--- config.mk ---
export PLATFORM = sky130hd
export DESIGN_NAME = wbuf_top
export DESIGN_NICKNAME = d
export VERILOG_FILES = /design/src/hdl/wbuf_pkg.sv /design/src/hdl/rr_arbiter.sv /design/src/hdl/rtrn_fifo.sv /design/src/hdl/tx_former.sv /design/src/hdl/tx_tracker.sv /design/src/hdl/wbuf_store.sv /design/src/hdl/wbuf_top.sv
export VERILOG_INCLUDE_DIRS = /design/src /design/src/hdl
export SDC_FILE = /design/constraint.sdc
export NUM_CORES = 1
export LEC_CHECK = 0
export ABC_AREA = 1
export BUFFER_PORTS_ARGS = -buffer_cell sky130_fd_sc_hd__buf_2
export CELL_PAD_IN_SITES_DETAIL_PLACEMENT = 0
export CELL_PAD_IN_SITES_GLOBAL_PLACEMENT = 1
export CORE_UTILIZATION = 49
export CTS_CLUSTER_SIZE = 30
export DETAILED_ROUTE_END_ITERATION = 8
export PLACE_DENSITY = 0.95
export SLEW_MARGIN = 15
export SYNTH_ARGS = -nofsm -noshare
export SYNTH_HDL_FRONTEND = slang
export SYNTH_HIERARCHICAL = 1
export SYNTH_SLANG_ARGS = --single-unit
--- constraint.sdc ---
create_clock -name clk_i -period 10.9 [get_ports clk_i]
set_clock_uncertainty 0.1 [all_clocks]
set_input_delay 1.09 -clock clk_i [delete_from_list [all_inputs] [get_ports clk_i]]
set_output_delay 1.09 -clock clk_i [all_outputs]
set_load 0.005 [all_outputs]
--- src/hdl/wbuf_defs.svh ---
// sizes for a 32-bit data path only; depth and slot count must be powers of two, at least 2
`ifndef WBUF_DEFS_SVH
`define WBUF_DEFS_SVH

//////////////////////////////////////////////////////////////////////
// buffer geometry
//////////////////////////////////////////////////////////////////////

// number of word entries in the buffer
`define WBUF_DEPTH 4
// transaction slots, also the depth of the return ID FIFO
`define WBUF_MAX_TX 2

// data and physical address widths
`define WBUF_XLEN 32
`define WBUF_PLEN 32
// byte offset bits inside one data word
`define WBUF_ALIGN_BITS 2

`endif

--- src/hdl/wbuf_pkg.sv ---
// types follow the sizes in wbuf_defs.svh; entry and slot layouts are packed structs
`include "wbuf_defs.svh"

package wbuf_pkg;

  // one data word and its byte enables
  typedef logic [`WBUF_XLEN-1:0]     word_data_t;
  typedef logic [`WBUF_XLEN/8-1:0]   byte_mask_t;

  // word address, byte offset stripped
  typedef logic [`WBUF_PLEN-`WBUF_ALIGN_BITS-1:0] wtag_t;

  // entry index and transaction ID
  typedef logic [$clog2(`WBUF_DEPTH)-1:0]  wbuf_ptr_t;
  typedef logic [$clog2(`WBUF_MAX_TX)-1:0] tx_id_t;

  // transfer size code on the memory side
  typedef logic [1:0] tx_size_t;
  localparam tx_size_t SIZE_BYTE = 2'd0;
  localparam tx_size_t SIZE_HALF = 2'd1;
  localparam tx_size_t SIZE_WORD = 2'd2;

  // per byte: valid/dirty/txblock
  typedef struct packed {
    wtag_t      wtag;
    word_data_t data;
    byte_mask_t valid;
    byte_mask_t dirty;
    byte_mask_t txblock;
  } wbuf_entry_t;

  // one outstanding transaction
  typedef struct packed {
    logic       vld;
    byte_mask_t be;
    wbuf_ptr_t  ptr;
  } tx_stat_t;

endpackage

--- src/hdl/rr_arbiter.sv ---
// needs num_in of 2 or more; a locked choice is dropped if its own request goes away
`timescale 1ns/1ps

module rr_arbiter #(
  parameter int unsigned num_in = 4
) (
  input  logic                      clk_i,
  input  logic                      rst_ni,
  input  logic [num_in-1:0]         req_i,
  input  logic                      gnt_i,
  output logic [$clog2(num_in)-1:0] idx_o
);

  localparam int unsigned idx_w = $clog2(num_in);

  logic [idx_w-1:0] last_q;
  logic [idx_w-1:0] lock_idx_q;
  logic             lock_q;
  logic [idx_w-1:0] pick;
  logic             locked;

  // first request after the last granted index, that index itself last
  always_comb begin : p_pick
    int unsigned cand;
    pick = last_q;
    for (int unsigned i = num_in; i >= 1; i--) begin
      cand = (int'(last_q) + i) % num_in;
      if (req_i[cand]) begin
        pick = idx_w'(cand);
      end
    end
  end

  // hold the previous choice until it is granted
  assign locked = lock_q && req_i[lock_idx_q];
  assign idx_o  = locked ? lock_idx_q : pick;

  always_ff @(posedge clk_i or negedge rst_ni) begin : p_regs
    if (!rst_ni) begin
      // index 0 wins first after reset
      last_q     <= idx_w'(num_in - 1);
      lock_idx_q <= '0;
      lock_q     <= 1'b0;
    end else begin
      lock_q     <= (|req_i) && !gnt_i;
      lock_idx_q <= idx_o;
      if (gnt_i) begin
        last_q <= idx_o;
      end
    end
  end

endmodule

--- src/hdl/rtrn_fifo.sv ---
// no full flag; pushes beyond the depth overwrite, so callers keep at most depth IDs in flight
`timescale 1ns/1ps
`include "wbuf_defs.svh"

module rtrn_fifo (
  input  logic              clk_i,
  input  logic              rst_ni,
  input  logic              push_i,
  input  wbuf_pkg::tx_id_t  data_i,
  input  logic              pop_i,
  output wbuf_pkg::tx_id_t  data_o,
  output logic              empty_o
);
  import wbuf_pkg::*;

  localparam int unsigned depth = `WBUF_MAX_TX;
  localparam int unsigned ptr_w = (depth > 1) ? $clog2(depth) : 1;

  tx_id_t           mem_q [depth];
  logic [ptr_w-1:0] wr_ptr_q;
  logic [ptr_w-1:0] rd_ptr_q;
  logic [ptr_w:0]   cnt_q;
  logic             do_pop;

  // a pop on an empty FIFO is ignored
  assign do_pop  = pop_i && (cnt_q != '0);
  assign empty_o = (cnt_q == '0);
  // registered head, no fall-through
  assign data_o  = mem_q[rd_ptr_q];

  always_ff @(posedge clk_i or negedge rst_ni) begin : p_ctrl
    if (!rst_ni) begin
      wr_ptr_q <= '0;
      rd_ptr_q <= '0;
      cnt_q    <= '0;
    end else begin
      if (push_i) begin
        wr_ptr_q <= (wr_ptr_q == ptr_w'(depth - 1)) ? '0 : wr_ptr_q + 1'b1;
      end
      if (do_pop) begin
        rd_ptr_q <= (rd_ptr_q == ptr_w'(depth - 1)) ? '0 : rd_ptr_q + 1'b1;
      end
      case ({push_i, do_pop})
        2'b10:   cnt_q <= cnt_q + 1'b1;
        2'b01:   cnt_q <= cnt_q - 1'b1;
        default: cnt_q <= cnt_q;
      endcase
    end
  end

  always_ff @(posedge clk_i) begin : p_mem
    if (push_i) begin
      mem_q[wr_ptr_q] <= data_i;
    end
  end

endmodule

--- src/hdl/tx_former.sv ---
// purely combinational; outputs are meaningless while the entry has no sendable byte
`timescale 1ns/1ps
`include "wbuf_defs.svh"

module tx_former (
  input  wbuf_pkg::wbuf_entry_t  entry_i,
  output logic [`WBUF_PLEN-1:0]  paddr_o,
  output wbuf_pkg::tx_size_t     size_o,
  output wbuf_pkg::word_data_t   wdata_o,
  output wbuf_pkg::byte_mask_t   be_o
);
  import wbuf_pkg::*;

  localparam int unsigned nbytes  = `WBUF_XLEN / 8;
  localparam int unsigned align_w = `WBUF_ALIGN_BITS;

  byte_mask_t         sendable;
  logic [align_w-1:0] off;

  // dirty bytes of a word with nothing in flight
  assign sendable = (|entry_i.txblock) ? '0 : (entry_i.dirty & entry_i.valid);

  // lowest sendable byte
  always_comb begin : p_offset
    off = '0;
    for (int b = nbytes - 1; b >= 0; b--) begin
      if (sendable[b]) begin
        off = align_w'(b);
      end
    end
  end

  //////////////////////////////////////////////////////////////////////
  // largest aligned size fully covered by sendable bytes
  //////////////////////////////////////////////////////////////////////

  always_comb begin : p_size
    if ((off == '0) && (&sendable)) begin
      size_o = SIZE_WORD;
    end else if (!off[0] && (&sendable[{off[1], 1'b0} +: 2])) begin
      size_o = SIZE_HALF;
    end else begin
      // holes and odd offsets go out one byte at a time
      size_o = SIZE_BYTE;
    end
  end

  // byte enables and data replicated over the bus
  always_comb begin : p_lanes
    be_o    = '0;
    wdata_o = entry_i.data;
    case (size_o)
      SIZE_BYTE: begin
        be_o[off] = 1'b1;
        for (int b = 0; b < nbytes; b++) begin
          wdata_o[b*8 +: 8] = entry_i.data[off*8 +: 8];
        end
      end
      SIZE_HALF: begin
        be_o[off +: 2] = 2'b11;
        for (int h = 0; h < nbytes / 2; h++) begin
          wdata_o[h*16 +: 16] = entry_i.data[off*8 +: 16];
        end
      end
      default: begin
        be_o = '1;
      end
    endcase
  end

  // byte address of the first byte sent
  assign paddr_o = {entry_i.wtag, off};

endmodule

--- src/hdl/tx_tracker.sv ---
// one eviction per cycle; returned IDs must belong to open slots and come back once each
`timescale 1ns/1ps
`include "wbuf_defs.svh"

module tx_tracker (
  input  logic                  clk_i,
  input  logic                  rst_ni,
  // transfer accepted by memory
  input  logic                  send_i,
  input  wbuf_pkg::wbuf_ptr_t   send_ptr_i,
  input  wbuf_pkg::byte_mask_t  send_be_i,
  // returned IDs
  input  logic                  rtrn_vld_i,
  input  wbuf_pkg::tx_id_t      rtrn_id_i,
  // slot for the next transfer
  output logic                  slot_free_o,
  output wbuf_pkg::tx_id_t      tx_id_o,
  // bytes to release in the store
  output logic                  evict_o,
  output wbuf_pkg::wbuf_ptr_t   evict_ptr_o,
  output wbuf_pkg::byte_mask_t  evict_be_o
);
  import wbuf_pkg::*;

  tx_stat_t                tx_stat_q [`WBUF_MAX_TX];
  tx_stat_t                tx_stat_d [`WBUF_MAX_TX];
  logic [`WBUF_MAX_TX-1:0] slot_free;
  tx_id_t                  rtrn_id;
  logic                    rtrn_empty;

  for (genvar k = 0; k < `WBUF_MAX_TX; k++) begin : g_free
    assign slot_free[k] = !tx_stat_q[k].vld;
  end
  assign slot_free_o = |slot_free;

  //////////////////////////////////////////////////////////////////////
  // returned IDs and free-ID choice
  //////////////////////////////////////////////////////////////////////

  rtrn_fifo i_rtrn_fifo (
    .clk_i   (clk_i),
    .rst_ni  (rst_ni),
    .push_i  (rtrn_vld_i),
    .data_i  (rtrn_id_i),
    .pop_i   (evict_o),
    .data_o  (rtrn_id),
    .empty_o (rtrn_empty)
  );

  // choice stays put until the transfer is accepted
  rr_arbiter #(
    .num_in (`WBUF_MAX_TX)
  ) i_id_rr (
    .clk_i  (clk_i),
    .rst_ni (rst_ni),
    .req_i  (slot_free),
    .gnt_i  (send_i),
    .idx_o  (tx_id_o)
  );

  // head of the FIFO is evicted the cycle after it arrives
  assign evict_o     = !rtrn_empty;
  assign evict_ptr_o = tx_stat_q[rtrn_id].ptr;
  assign evict_be_o  = tx_stat_q[rtrn_id].be;

  // a returning slot is never the one being allocated, it is still valid
  always_comb begin : p_slots
    for (int k = 0; k < `WBUF_MAX_TX; k++) begin
      tx_stat_d[k] = tx_stat_q[k];
    end
    if (evict_o) begin
      tx_stat_d[rtrn_id].vld = 1'b0;
    end
    if (send_i) begin
      tx_stat_d[tx_id_o].vld = 1'b1;
      tx_stat_d[tx_id_o].be  = send_be_i;
      tx_stat_d[tx_id_o].ptr = send_ptr_i;
    end
  end

  always_ff @(posedge clk_i or negedge rst_ni) begin : p_regs
    if (!rst_ni) begin
      for (int k = 0; k < `WBUF_MAX_TX; k++) begin
        tx_stat_q[k] <= '0;
      end
    end else begin
      for (int k = 0; k < `WBUF_MAX_TX; k++) begin
        tx_stat_q[k] <= tx_stat_d[k];
      end
    end
  end

endmodule

--- src/hdl/wbuf_store.sv ---
// coalesces on addr_i word address only; a granted write with all-zero be_i leaves its entry invalid
`timescale 1ns/1ps
`include "wbuf_defs.svh"

module wbuf_store (
  input  logic                   clk_i,
  input  logic                   rst_ni,
  // core write port
  input  logic                   data_req_i,
  input  logic [`WBUF_PLEN-1:0]  addr_i,
  input  wbuf_pkg::word_data_t   wdata_i,
  input  wbuf_pkg::byte_mask_t   be_i,
  output logic                   data_gnt_o,
  // bytes handed to memory this cycle
  input  logic                   send_i,
  input  wbuf_pkg::wbuf_ptr_t    send_ptr_i,
  input  wbuf_pkg::byte_mask_t   send_be_i,
  // bytes whose transfer has returned
  input  logic                   evict_i,
  input  wbuf_pkg::wbuf_ptr_t    evict_ptr_i,
  input  wbuf_pkg::byte_mask_t   evict_be_i,
  // state toward the send path
  output wbuf_pkg::wbuf_entry_t  entries_o [`WBUF_DEPTH],
  output logic [`WBUF_DEPTH-1:0] dirty_o,
  output logic                   empty_o
);
  import wbuf_pkg::*;

  localparam int unsigned nbytes = `WBUF_XLEN / 8;

  // payload, written on grant only
  wtag_t      wtag_q    [`WBUF_DEPTH];
  word_data_t data_q    [`WBUF_DEPTH];
  // byte state
  byte_mask_t valid_q   [`WBUF_DEPTH];
  byte_mask_t valid_d   [`WBUF_DEPTH];
  byte_mask_t dirty_q   [`WBUF_DEPTH];
  byte_mask_t dirty_d   [`WBUF_DEPTH];
  byte_mask_t txblock_q [`WBUF_DEPTH];
  byte_mask_t txblock_d [`WBUF_DEPTH];

  logic [`WBUF_DEPTH-1:0] entry_vld;
  logic [`WBUF_DEPTH-1:0] hit_oh;
  wbuf_ptr_t              hit_ptr;
  wbuf_ptr_t              free_ptr;
  wbuf_ptr_t              wr_ptr;
  logic                   full;
  logic                   wr_en;
  wtag_t                  req_wtag;

  //////////////////////////////////////////////////////////////////////
  // per-entry flags
  //////////////////////////////////////////////////////////////////////

  assign req_wtag = addr_i[`WBUF_PLEN-1:`WBUF_ALIGN_BITS];

  for (genvar k = 0; k < `WBUF_DEPTH; k++) begin : g_flags
    assign entry_vld[k] = |valid_q[k];
    // invalid entries never match, whatever their stale tag
    assign hit_oh[k]    = entry_vld[k] && (wtag_q[k] == req_wtag);
    // a word with bytes in flight is held back so transfers cannot overtake
    assign dirty_o[k]   = (|txblock_q[k]) ? 1'b0 : |(dirty_q[k] & valid_q[k]);
    assign entries_o[k] = '{
      wtag:    wtag_q[k],
      data:    data_q[k],
      valid:   valid_q[k],
      dirty:   dirty_q[k],
      txblock: txblock_q[k]
    };
  end

  // hit index and lowest free entry
  always_comb begin : p_search
    hit_ptr  = '0;
    free_ptr = '0;
    full     = 1'b1;
    // walking down leaves the lowest index behind
    for (int k = `WBUF_DEPTH - 1; k >= 0; k--) begin
      if (hit_oh[k]) begin
        hit_ptr = wbuf_ptr_t'(k);
      end
      if (!entry_vld[k]) begin
        free_ptr = wbuf_ptr_t'(k);
        full     = 1'b0;
      end
    end
  end

  assign wr_ptr     = (|hit_oh) ? hit_ptr : free_ptr;
  // a full buffer still takes writes to words it holds
  assign data_gnt_o = data_req_i && ((|hit_oh) || !full);
  assign wr_en      = data_gnt_o;
  assign empty_o    = ~|entry_vld;

  //////////////////////////////////////////////////////////////////////
  // byte state update: evict, then send, then write
  //////////////////////////////////////////////////////////////////////

  always_comb begin : p_update
    for (int k = 0; k < `WBUF_DEPTH; k++) begin
      valid_d[k]   = valid_q[k];
      dirty_d[k]   = dirty_q[k];
      txblock_d[k] = txblock_q[k];
    end

    // returned bytes leave flight; clean ones are gone, rewritten ones stay for resend
    if (evict_i) begin
      for (int b = 0; b < nbytes; b++) begin
        if (evict_be_i[b]) begin
          txblock_d[evict_ptr_i][b] = 1'b0;
          if (!dirty_q[evict_ptr_i][b]) begin
            valid_d[evict_ptr_i][b] = 1'b0;
          end
        end
      end
    end

    // bytes on the bus become in-flight
    if (send_i) begin
      for (int b = 0; b < nbytes; b++) begin
        if (send_be_i[b]) begin
          dirty_d[send_ptr_i][b]   = 1'b0;
          txblock_d[send_ptr_i][b] = 1'b1;
        end
      end
    end

    // new data; a byte in flight ends up 1/1/1
    if (wr_en) begin
      for (int b = 0; b < nbytes; b++) begin
        if (be_i[b]) begin
          valid_d[wr_ptr][b] = 1'b1;
          dirty_d[wr_ptr][b] = 1'b1;
        end
      end
    end
  end

  always_ff @(posedge clk_i or negedge rst_ni) begin : p_state
    if (!rst_ni) begin
      for (int k = 0; k < `WBUF_DEPTH; k++) begin
        valid_q[k]   <= '0;
        dirty_q[k]   <= '0;
        txblock_q[k] <= '0;
      end
    end else begin
      for (int k = 0; k < `WBUF_DEPTH; k++) begin
        valid_q[k]   <= valid_d[k];
        dirty_q[k]   <= dirty_d[k];
        txblock_q[k] <= txblock_d[k];
      end
    end
  end

  // tag is rewritten on a hit with the same value
  always_ff @(posedge clk_i) begin : p_payload
    if (wr_en) begin
      wtag_q[wr_ptr] <= req_wtag;
      for (int b = 0; b < nbytes; b++) begin
        if (be_i[b]) begin
          data_q[wr_ptr][b*8 +: 8] <= wdata_i[b*8 +: 8];
        end
      end
    end
  end

endmodule

--- src/hdl/wbuf_top.sv ---
// one core write and one memory transfer per cycle; returned IDs are never refused
`timescale 1ns/1ps
`include "wbuf_defs.svh"

module wbuf_top (
  input  logic                  clk_i,
  input  logic                  rst_ni,
  // core write port
  input  logic                  data_req_i,
  input  logic [`WBUF_PLEN-1:0] addr_i,
  input  wbuf_pkg::word_data_t  wdata_i,
  input  wbuf_pkg::byte_mask_t  be_i,
  output logic                  data_gnt_o,
  // memory write request
  output logic                  miss_req_o,
  input  logic                  miss_ack_i,
  output logic [`WBUF_PLEN-1:0] miss_paddr_o,
  output wbuf_pkg::tx_size_t    miss_size_o,
  output wbuf_pkg::word_data_t  miss_wdata_o,
  output wbuf_pkg::tx_id_t      miss_id_o,
  // memory write return
  input  logic                  rtrn_vld_i,
  input  wbuf_pkg::tx_id_t      rtrn_id_i,
  // status
  output logic                  empty_o
);
  import wbuf_pkg::*;

  wbuf_entry_t            entries [`WBUF_DEPTH];
  logic [`WBUF_DEPTH-1:0] dirty;
  wbuf_ptr_t              dirty_ptr;
  byte_mask_t             send_be;
  logic                   send;
  logic                   slot_free;
  logic                   evict;
  wbuf_ptr_t              evict_ptr;
  byte_mask_t             evict_be;

  // request whenever a word is sendable and an ID is available
  assign miss_req_o = (|dirty) && slot_free;
  assign send       = miss_req_o && miss_ack_i;

  wbuf_store i_wbuf_store (
    .clk_i       (clk_i),
    .rst_ni      (rst_ni),
    .data_req_i  (data_req_i),
    .addr_i      (addr_i),
    .wdata_i     (wdata_i),
    .be_i        (be_i),
    .data_gnt_o  (data_gnt_o),
    .send_i      (send),
    .send_ptr_i  (dirty_ptr),
    .send_be_i   (send_be),
    .evict_i     (evict),
    .evict_ptr_i (evict_ptr),
    .evict_be_i  (evict_be),
    .entries_o   (entries),
    .dirty_o     (dirty),
    .empty_o     (empty_o)
  );

  // dirty word to serve, held until memory takes it
  rr_arbiter #(
    .num_in (`WBUF_DEPTH)
  ) i_dirty_rr (
    .clk_i  (clk_i),
    .rst_ni (rst_ni),
    .req_i  (dirty),
    .gnt_i  (send),
    .idx_o  (dirty_ptr)
  );

  tx_former i_tx_former (
    .entry_i (entries[dirty_ptr]),
    .paddr_o (miss_paddr_o),
    .size_o  (miss_size_o),
    .wdata_o (miss_wdata_o),
    .be_o    (send_be)
  );

  tx_tracker i_tx_tracker (
    .clk_i       (clk_i),
    .rst_ni      (rst_ni),
    .send_i      (send),
    .send_ptr_i  (dirty_ptr),
    .send_be_i   (send_be),
    .rtrn_vld_i  (rtrn_vld_i),
    .rtrn_id_i   (rtrn_id_i),
    .slot_free_o (slot_free),
    .tx_id_o     (miss_id_o),
    .evict_o     (evict),
    .evict_ptr_o (evict_ptr),
    .evict_be_o  (evict_be)
  );

endmodule

### After elaboration in Yosys (flattened, before gate mapping)

Memories as Yosys holds them, arrays and structs flattened.
Index checks and enable logic that the tools add are counted.

* equal/unequal tests: 7
* bitwise gates (word level): 43
* order comparisons: 20
* shift-type cells: 5
* reduce and logical (&&, ||, !) cells: 52
* add/sub/neg operators: 11
* mux-type cells: 170

Operators with widths (number)
* two-way mux 16 bit: 52
* bitwise AND 16 bit: 12
* OR 16 bit: 12
* binary-select mux 74 bit (select 2 bit): 1
* two-way mux 74 bit: 2
* inverter 16 bit: 8
* == test 30 bit: 4
* demux 4 bit (select 2 bit): 12
* case mux 32 bit (2 select lines): 1
* OR reduction 4 bit: 15
* bitwise mux 14 bit: 4
* two-way mux 2 bit: 23
* two-way mux 1 bit: 45
* variable part select 32 x 6 -> 16 bit: 1
* variable part select 32 x 6 -> 8 bit: 1
* demux 7 bit (select 1 bit): 4
* two-way mux 14 bit: 2
* bitwise AND 4 bit: 6
* two-way mux 4 bit: 6
* two-way mux 6 bit: 4
* logical AND 1 bit: 20
* < comparator 2 x 3 -> 1 bit (second input constant): 6
* OR reduction 16 bit: 1
* two-way mux 7 bit: 2
* 31 further kinds: 64

* RAM bits: 250
* logic and storage cells: 338
* flip-flop bits (word level): 74
* output and inout bits: 70
* bits of input ports: 74
* memories kept: 3

Memory list
* i_wbuf_store.data_q: words 4, bits a word 32, rd ports 4, clocked after Yosys merged registers in 0, wr ports 1, line wbuf_store.sv:33 `` word_data_t data_q [`WBUF_DEPTH]; ``
* i_wbuf_store.wtag_q: words 4, bits a word 30, rd ports 4, clocked after Yosys merged registers in 0, wr ports 1, line wbuf_store.sv:32 `` wtag_t wtag_q [`WBUF_DEPTH]; ``
* i_tx_tracker.i_rtrn_fifo.mem_q: words 2, bits a word 1, rd ports 1, clocked after Yosys merged registers in 0, wr ports 1, line rtrn_fifo.sv:19 `tx_id_t mem_q [depth];`

### Logic depth before layout (Yosys ltp)

* depth in word-level cells: 50
* mapped depth: 32
* depth with buffers taken out: 28

### Cells and area by module

Netlist, hierarchy kept.

Modules (own cells, without submodules)
* wbuf_store: area an instance 12211.7 µm², times used 1, cells each 1120, seq. area each 8648.3 µm²
* wbuf_top: area an instance 3617.2 µm², times used 1, cells each 872, seq. area each 0.0 µm²
* tx_former: area an instance 1386.3 µm², times used 1, cells each 274, seq. area each 0.0 µm²
* tx_tracker: area an instance 644.4 µm², times used 1, cells each 83, seq. area each 350.3 µm²
* rr_arbiter at i_dirty_rr: area an instance 415.4 µm², times used 1, cells each 68, seq. area each 127.6 µm²
* rtrn_fifo: area an instance 294.0 µm², times used 1, cells each 34, seq. area each 160.2 µm²
* rr_arbiter at i_tx_tracker.i_id_rr: area an instance 136.4 µm², times used 1, cells each 15, seq. area each 76.3 µm²

### Worst setup path before layout

No wires, ideal clock.

* path type: reg-to-output
* start: register i_wbuf_store.txblock_q, in the netlist i_wbuf_store/entries_o[222]
* end: output miss_wdata_o[10]
* setup slack: 6159 ps
* data arrival time: 3551 ps
* cell stages (with the launch flop): 27
* path buffers: 4
* required time: 9710 ps
* cell sequence: dfrtp_1 > or4_1 > a41oi_1 > inv_1 > nand2_1 > nand3_1 > nand2_1 > inv_2 > nand2_2 > nand2_1 > nand2_1 > nand3_2 > nand2_2 > buf_4 > buf_6 > buf_2 > nand2_1 > nand3_1 > nand2_1 > nor2_2 > nand2_2 > inv_6 > nand2_4 > nor4_4 > buf_6 > nand2_1 > nand3_1

* elaborated cells on any way between the ends: 43
* those cells by class: eq/ne: 1; shift: 3; mux: 27; bitwise: 2; reduce/logical: 10

RTL lines
* from (decl): line wbuf_store.sv:39 `` byte_mask_t txblock_q [`WBUF_DEPTH]; ``
* from (signal, indexed assignment): line wbuf_store.sv:150 `txblock_q[k] <= txblock_d[k];`
* OR reduction 4 bit *: line wbuf_store.sv:62 `assign dirty_o[k] = (|txblock_q[k]) ? 1'b0 : |(dirty_q[k] & valid_q[k]);`
* two-way mux 1 bit *: line wbuf_store.sv:62
* named net dirty[0]: line wbuf_top.sv:30 `` logic [`WBUF_DEPTH-1:0] dirty; ``
* binary-select mux 1 bit (select 2 bit): line rr_arbiter.sv:28 `if (req_i[cand]) begin`
* two-way mux 1 bit (implied by the code): line rr_arbiter.sv:28
* two-way mux 2 bit (4 in a row): line rr_arbiter.sv:28
* two-way mux 2 bit *: line rr_arbiter.sv:36 `assign idx_o = locked ? lock_idx_q : pick;`
* named net dirty_ptr[0]: line wbuf_top.sv:31 `wbuf_ptr_t dirty_ptr;`
* (+5 left out)
* two-way mux 4 bit *: line tx_former.sv:21 `assign sendable = (|entry_i.txblock) ? '0 : (entry_i.dirty & entry_i.valid);`
* two-way mux 2 bit (4 in a row): line tx_former.sv:27 `if (sendable[b]) begin`
* zero test 2 bit: line tx_former.sv:38 `if ((off == '0) && (&sendable)) begin`
* logical AND 1 bit *: line tx_former.sv:38
* two-way mux 2 bit *: line tx_former.sv:38
* named net miss_size_o[1]: line wbuf_top.sv:18 `output wbuf_pkg::tx_size_t miss_size_o,`
* == test 2 x 1 -> 1 bit / zero test 2 bit (equally long branches): line tx_former.sv:52 `case (size_o)`
* case mux 32 bit (2 select lines) *: line tx_former.sv:52
* to (decl): line wbuf_top.sv:19 `output wbuf_pkg::word_data_t miss_wdata_o,`

Mark *: on every way through the listed nets, which the timed path passes. The rest lies on a longest branch. The select of a mux whose other input is x is not followed.

### Worst setup path in the final report

* start: register i_wbuf_store.txblock_q, in the netlist i_wbuf_store/entries_o[77]
* end: output miss_wdata_o[9]

* longest elaborated chain between the ends: 26
* elaborated cells on any way between the ends: 43
* those cells by class: eq/ne: 1; shift: 3; mux: 27; bitwise: 2; reduce/logical: 10

Ends and longest elaborated chain
* OR reduction 4 bit *: line wbuf_store.sv:62
* two-way mux 1 bit *: line wbuf_store.sv:62
* named net dirty[2]: line wbuf_top.sv:30
* binary-select mux 1 bit (select 2 bit): line rr_arbiter.sv:28
* two-way mux 1 bit (implied by the code): line rr_arbiter.sv:28
* two-way mux 2 bit (4 in a row): line rr_arbiter.sv:28
* two-way mux 2 bit *: line rr_arbiter.sv:36
* named net dirty_ptr[0]: line wbuf_top.sv:31
* (+6 left out)
* two-way mux 2 bit (4 in a row): line tx_former.sv:27
* variable part select 4 x 3 -> 2 bit: line tx_former.sv:40 `end else if (!off[0] && (&sendable[{off[1], 1'b0} +: 2])) begin`
* AND reduction 2 bit: line tx_former.sv:40
* logical AND 1 bit: line tx_former.sv:40
* two-way mux 1 bit: line tx_former.sv:40
* two-way mux 2 bit: line tx_former.sv:38
* == test 2 x 1 -> 1 bit / zero test 2 bit (equally long branches): line tx_former.sv:52
* case mux 32 bit (2 select lines) *: line tx_former.sv:52

Marks and branches as above.

==> metrics.yaml <==
run_status:
  outcome: "complete, no violations"
floorplanning:
  io_pins: 144
  initial_utilization_pct: 49.8
  die_y_um: 197
  dieWidth_um: 197
  core_area_um2: 37600
  die-area_um2: 39000
  rows: 71
clock_network:
  cts_setup_buffers: 0
  path_clk_slew_ns: 0.06
  cts_tree: "yes"
  post_cts_resized: 0
  clk-insertion-delay-late_ns: 0.53
  cts.sinks: 324
  postCtsHoldBufs: 0
  cts_buffers: 34
  cts_buffer_depth: 3
  htree_num_levels: 2
  root_buffer: "clkbuf_16"
critical_path:
  arrival_ns: 6.53
  path_class: "reg2out"
  reg2reg_slack_ns: 4.46
  timing.rr.start: "i_wbuf_store/entries_o[77]$_DFF_PN0_"
  startpoint_type: "flop"
  critPathCaptureType: "output pin"
  reg2reg_depth: 25
  critPathRequiredTime_ns: 9.71
  reg2reg_to: "i_wbuf_store/entries_o[7]$_DFF_PN0_"
  critical_path_peak_fanout: 93
pwr:
  ir_worst_vdd_v: 0.000104
  power_density_nw_per_um2: 130
  leakagePower_nw: 10.7
layout:
  layout_commonest_cell: "nand2_1"
  fin_util_pct: 54.7
  drive_gt1_share_pct: 11.1
  synthToLayoutAreaGrowth_pct: 9.96
  nets: 2626
  layout_common_cells: "nand2_1 (967), inv_1 (506), edfxtp_1 (250)"
synth:
  syn_area_um2: 18700
  synth_compound_gate_area_share_pct: 2.66
  synth_top_family_by_area: "simple AND/OR/NAND/NOR gates"
  synth_edf_count: 250
  synthSimpleGateAreaFrac_pct: 30.3
  yosysTopAreaCell: "edfxtp_1"
  netlist_instances: 2466
  synth_top_area_share_pct: 40.1
  synth_xor_area_share_pct: 2.01
  synth_ff_type: "edfxtp_1"
  ys_warn_count: 6
  synth_seq_cells: 324
  synth-adder-area-share_pct: 0.0669
  synthArstFlopShare_pct: 22.8
  syn_avg_cell_area_um2: 7.59
  synth.area.mux_share_pct: 0
  yosys.cell_types.count: 45
  syn_nets: 2541
  synthTopCellsByArea: "edfxtp_1 (40%), nand2_1 (19%), inv_1 (10%)"
  seq_area_frac_synth_pct: 50.1
routing:
  via_per_inst: 4.92
  post_drt_wl_per_cell_um: 15.0
  drc: 0
  antenna_left: 0
  drt_iter0_drc: 1053
  dr.pass1.iters: 8
  route.vias.total: 15200
  drt-total-wl_um: 46400
timing:
  finalCriticalPeriod_ns: 7.72
  fmax_mhz: 129
  fin_crit_sh_pct: 70.8
  hold_viol_final: 0
  rsz0062_at_grt: "no"
  slew_headroom_pct: 26.1
  fin_tns_setup_ns: 0
  worst_slew_pin_slew_ns: 1.11
  final-setup-viol-count: 0
  final_max_slew_viol_count: 0
worst_hold_path:
  min_from: "i_tx_tracker/tx_stat_q[4]$_DFFE_PN0P_"
  hold_path_class: "reg2reg"
  min_path_cells: 2
  worst_hold_path.endpoint: "i_tx_tracker/tx_stat_q[4]$_DFFE_PN0P_"
global_route:
  grt_start_max_net_pins: 105
  overflow: 0
  grt_pass1_vias: 14400
  antenna_found_initial: 6
  grt_usage_pct: 23.9
  grt_pass1_wl_um: 72900
run:
  cap_violations: 0
placement:
  port_buffers: 141
  place.gp.congestion: 0.911
  dpl.hpwl_um: 31300
## synth_stat cells, drive strengths merged, types with 2 or more instances
library cell,instances
xor2,28
or2,3
nand2,982
nand3,245
a22oi,6
dfstp,3
a21oi,5
xnor2,15
o211ai,2
and2,2
dfrtp,71
a41oi,4
o21ai,59
nor4,2
nand4,11
buf,97
edfxtp,250
nor3,3
inv,543
nor2,121
or4,4
clkbuf,4
## critical path, stage by stage, from the launching register on
cell     delay, ns
dfrtp_1       0.40
or4_1         0.54
a41oi_1       0.52
inv_1         0.13
nand2_1       0.10
nand3_1       0.06
nand2_1       0.08
inv_2         0.04
nand2_2       0.05
nand2_1       0.05
nand2_1       0.06
nand3_2       0.08
nand2_4       0.62
buf_4         0.92
nand2_1       0.11
nand3_1       0.13
nand2_1       0.07
nand2_1       0.47
nor3_1        0.11
nor2_1        0.77
nor2_4        0.17
nand2_1       0.15
nand3_1       0.14
buf_2         0.16
## per-layer routing
layer	share of wire (%)	track usage (%)	vias up	routed length, um
met2	48	40.4	455	22200
li1	-	-	7641	-
met3	5.7	3.31	90	2650
met1	43	31.2	7047	20100
met5	0	0	-	0
met4	3.0	8.79	0	1400
## where the power goes
| group | leakage (nW) | switching (mW) | internal [mW] |
|---|---|---|---|
| registers | 3.08 | 0.00784 | 1.34 |
| logic | 7.03 | 0.0955 | 0.0456 |
| clock network | 0.553 | 0.475 | 0.708 |
| total | 10.7 | 0.578 | 2.10 |
## area by class of cell
type / instances / area (um^2)
well taps: 511 / 639
diodes: 6 / 15.0
clock buffers: 50 / 995
flip-flops and latches: 324 / 9360
clock inverters: 12 / 143
repair buffers: 150 / 777
inverters: 543 / 2050
multi-input cells: 1498 / 6590
fillers: 3410 / 17000
## cell families (layout without fill, tap and decap cells)
group,count (synthesis),after routing
AOI/OAI and AO/OA,80,80
xor gates and xnor gates,43,43
adders and majority gates,1,1
buffers and inverters,644,755
DFF,324,324
other,0,6
and+or+nand+nor,1374,1374
## how the worst max path moves through the flow
stage	from	endpoint	depth (start not counted)
detailed placement	i_wbuf_store/entries_o[77]$_DFF_PN0_	miss_wdata_o[9]	23
finish	i_wbuf_store/entries_o[77]$_DFF_PN0_	miss_wdata_o[9]	23
CTS	i_wbuf_store/entries_o[77]$_DFF_PN0_	miss_wdata_o[9]	23
global route	i_wbuf_store/entries_o[77]$_DFF_PN0_	miss_wdata_o[9]	25
global placement	i_wbuf_store/entries_o[77]$_DFF_PN0_	miss_wdata_o[17]	26
floorplan	i_wbuf_store/entries_o[222]$_DFF_PN0_	miss_wdata_o[10]	26
## registers in the layout (all words and copies together), names as in the netlist, 2 cells and up
signal / flops
i_tx_tracker/tx_stat_q: 14
i_dirty_rr/last_q: 2
i_dirty_rr/lock_idx_q: 2
i_wbuf_store/entries_o: 48
i_wbuf_store/data_q: 128
i_tx_tracker/i_rtrn_fifo/mem_q: 2
i_wbuf_store/wtag_q: 120
i_tx_tracker/i_rtrn_fifo/cnt_q: 2
## metrics by stage
step	cell area, um^2	hold WS [ns]	worst slack (ns)	std cells	total power, mW
2_1_floorplan	18700	0.342	6.16	2466	1.47
3_5_place_dp	19400	0.359	3.61	3026	1.52
4_1_cts	20500	0.374	3.05	3088	2.70
3_3_place_gp	19400	0.354	3.69	3026	1.51
5_1_grt	20600	0.401	2.71	3091	2.77
6_report	20600	0.371	3.18	3094	2.68
(Power assumes the default switching activity.)
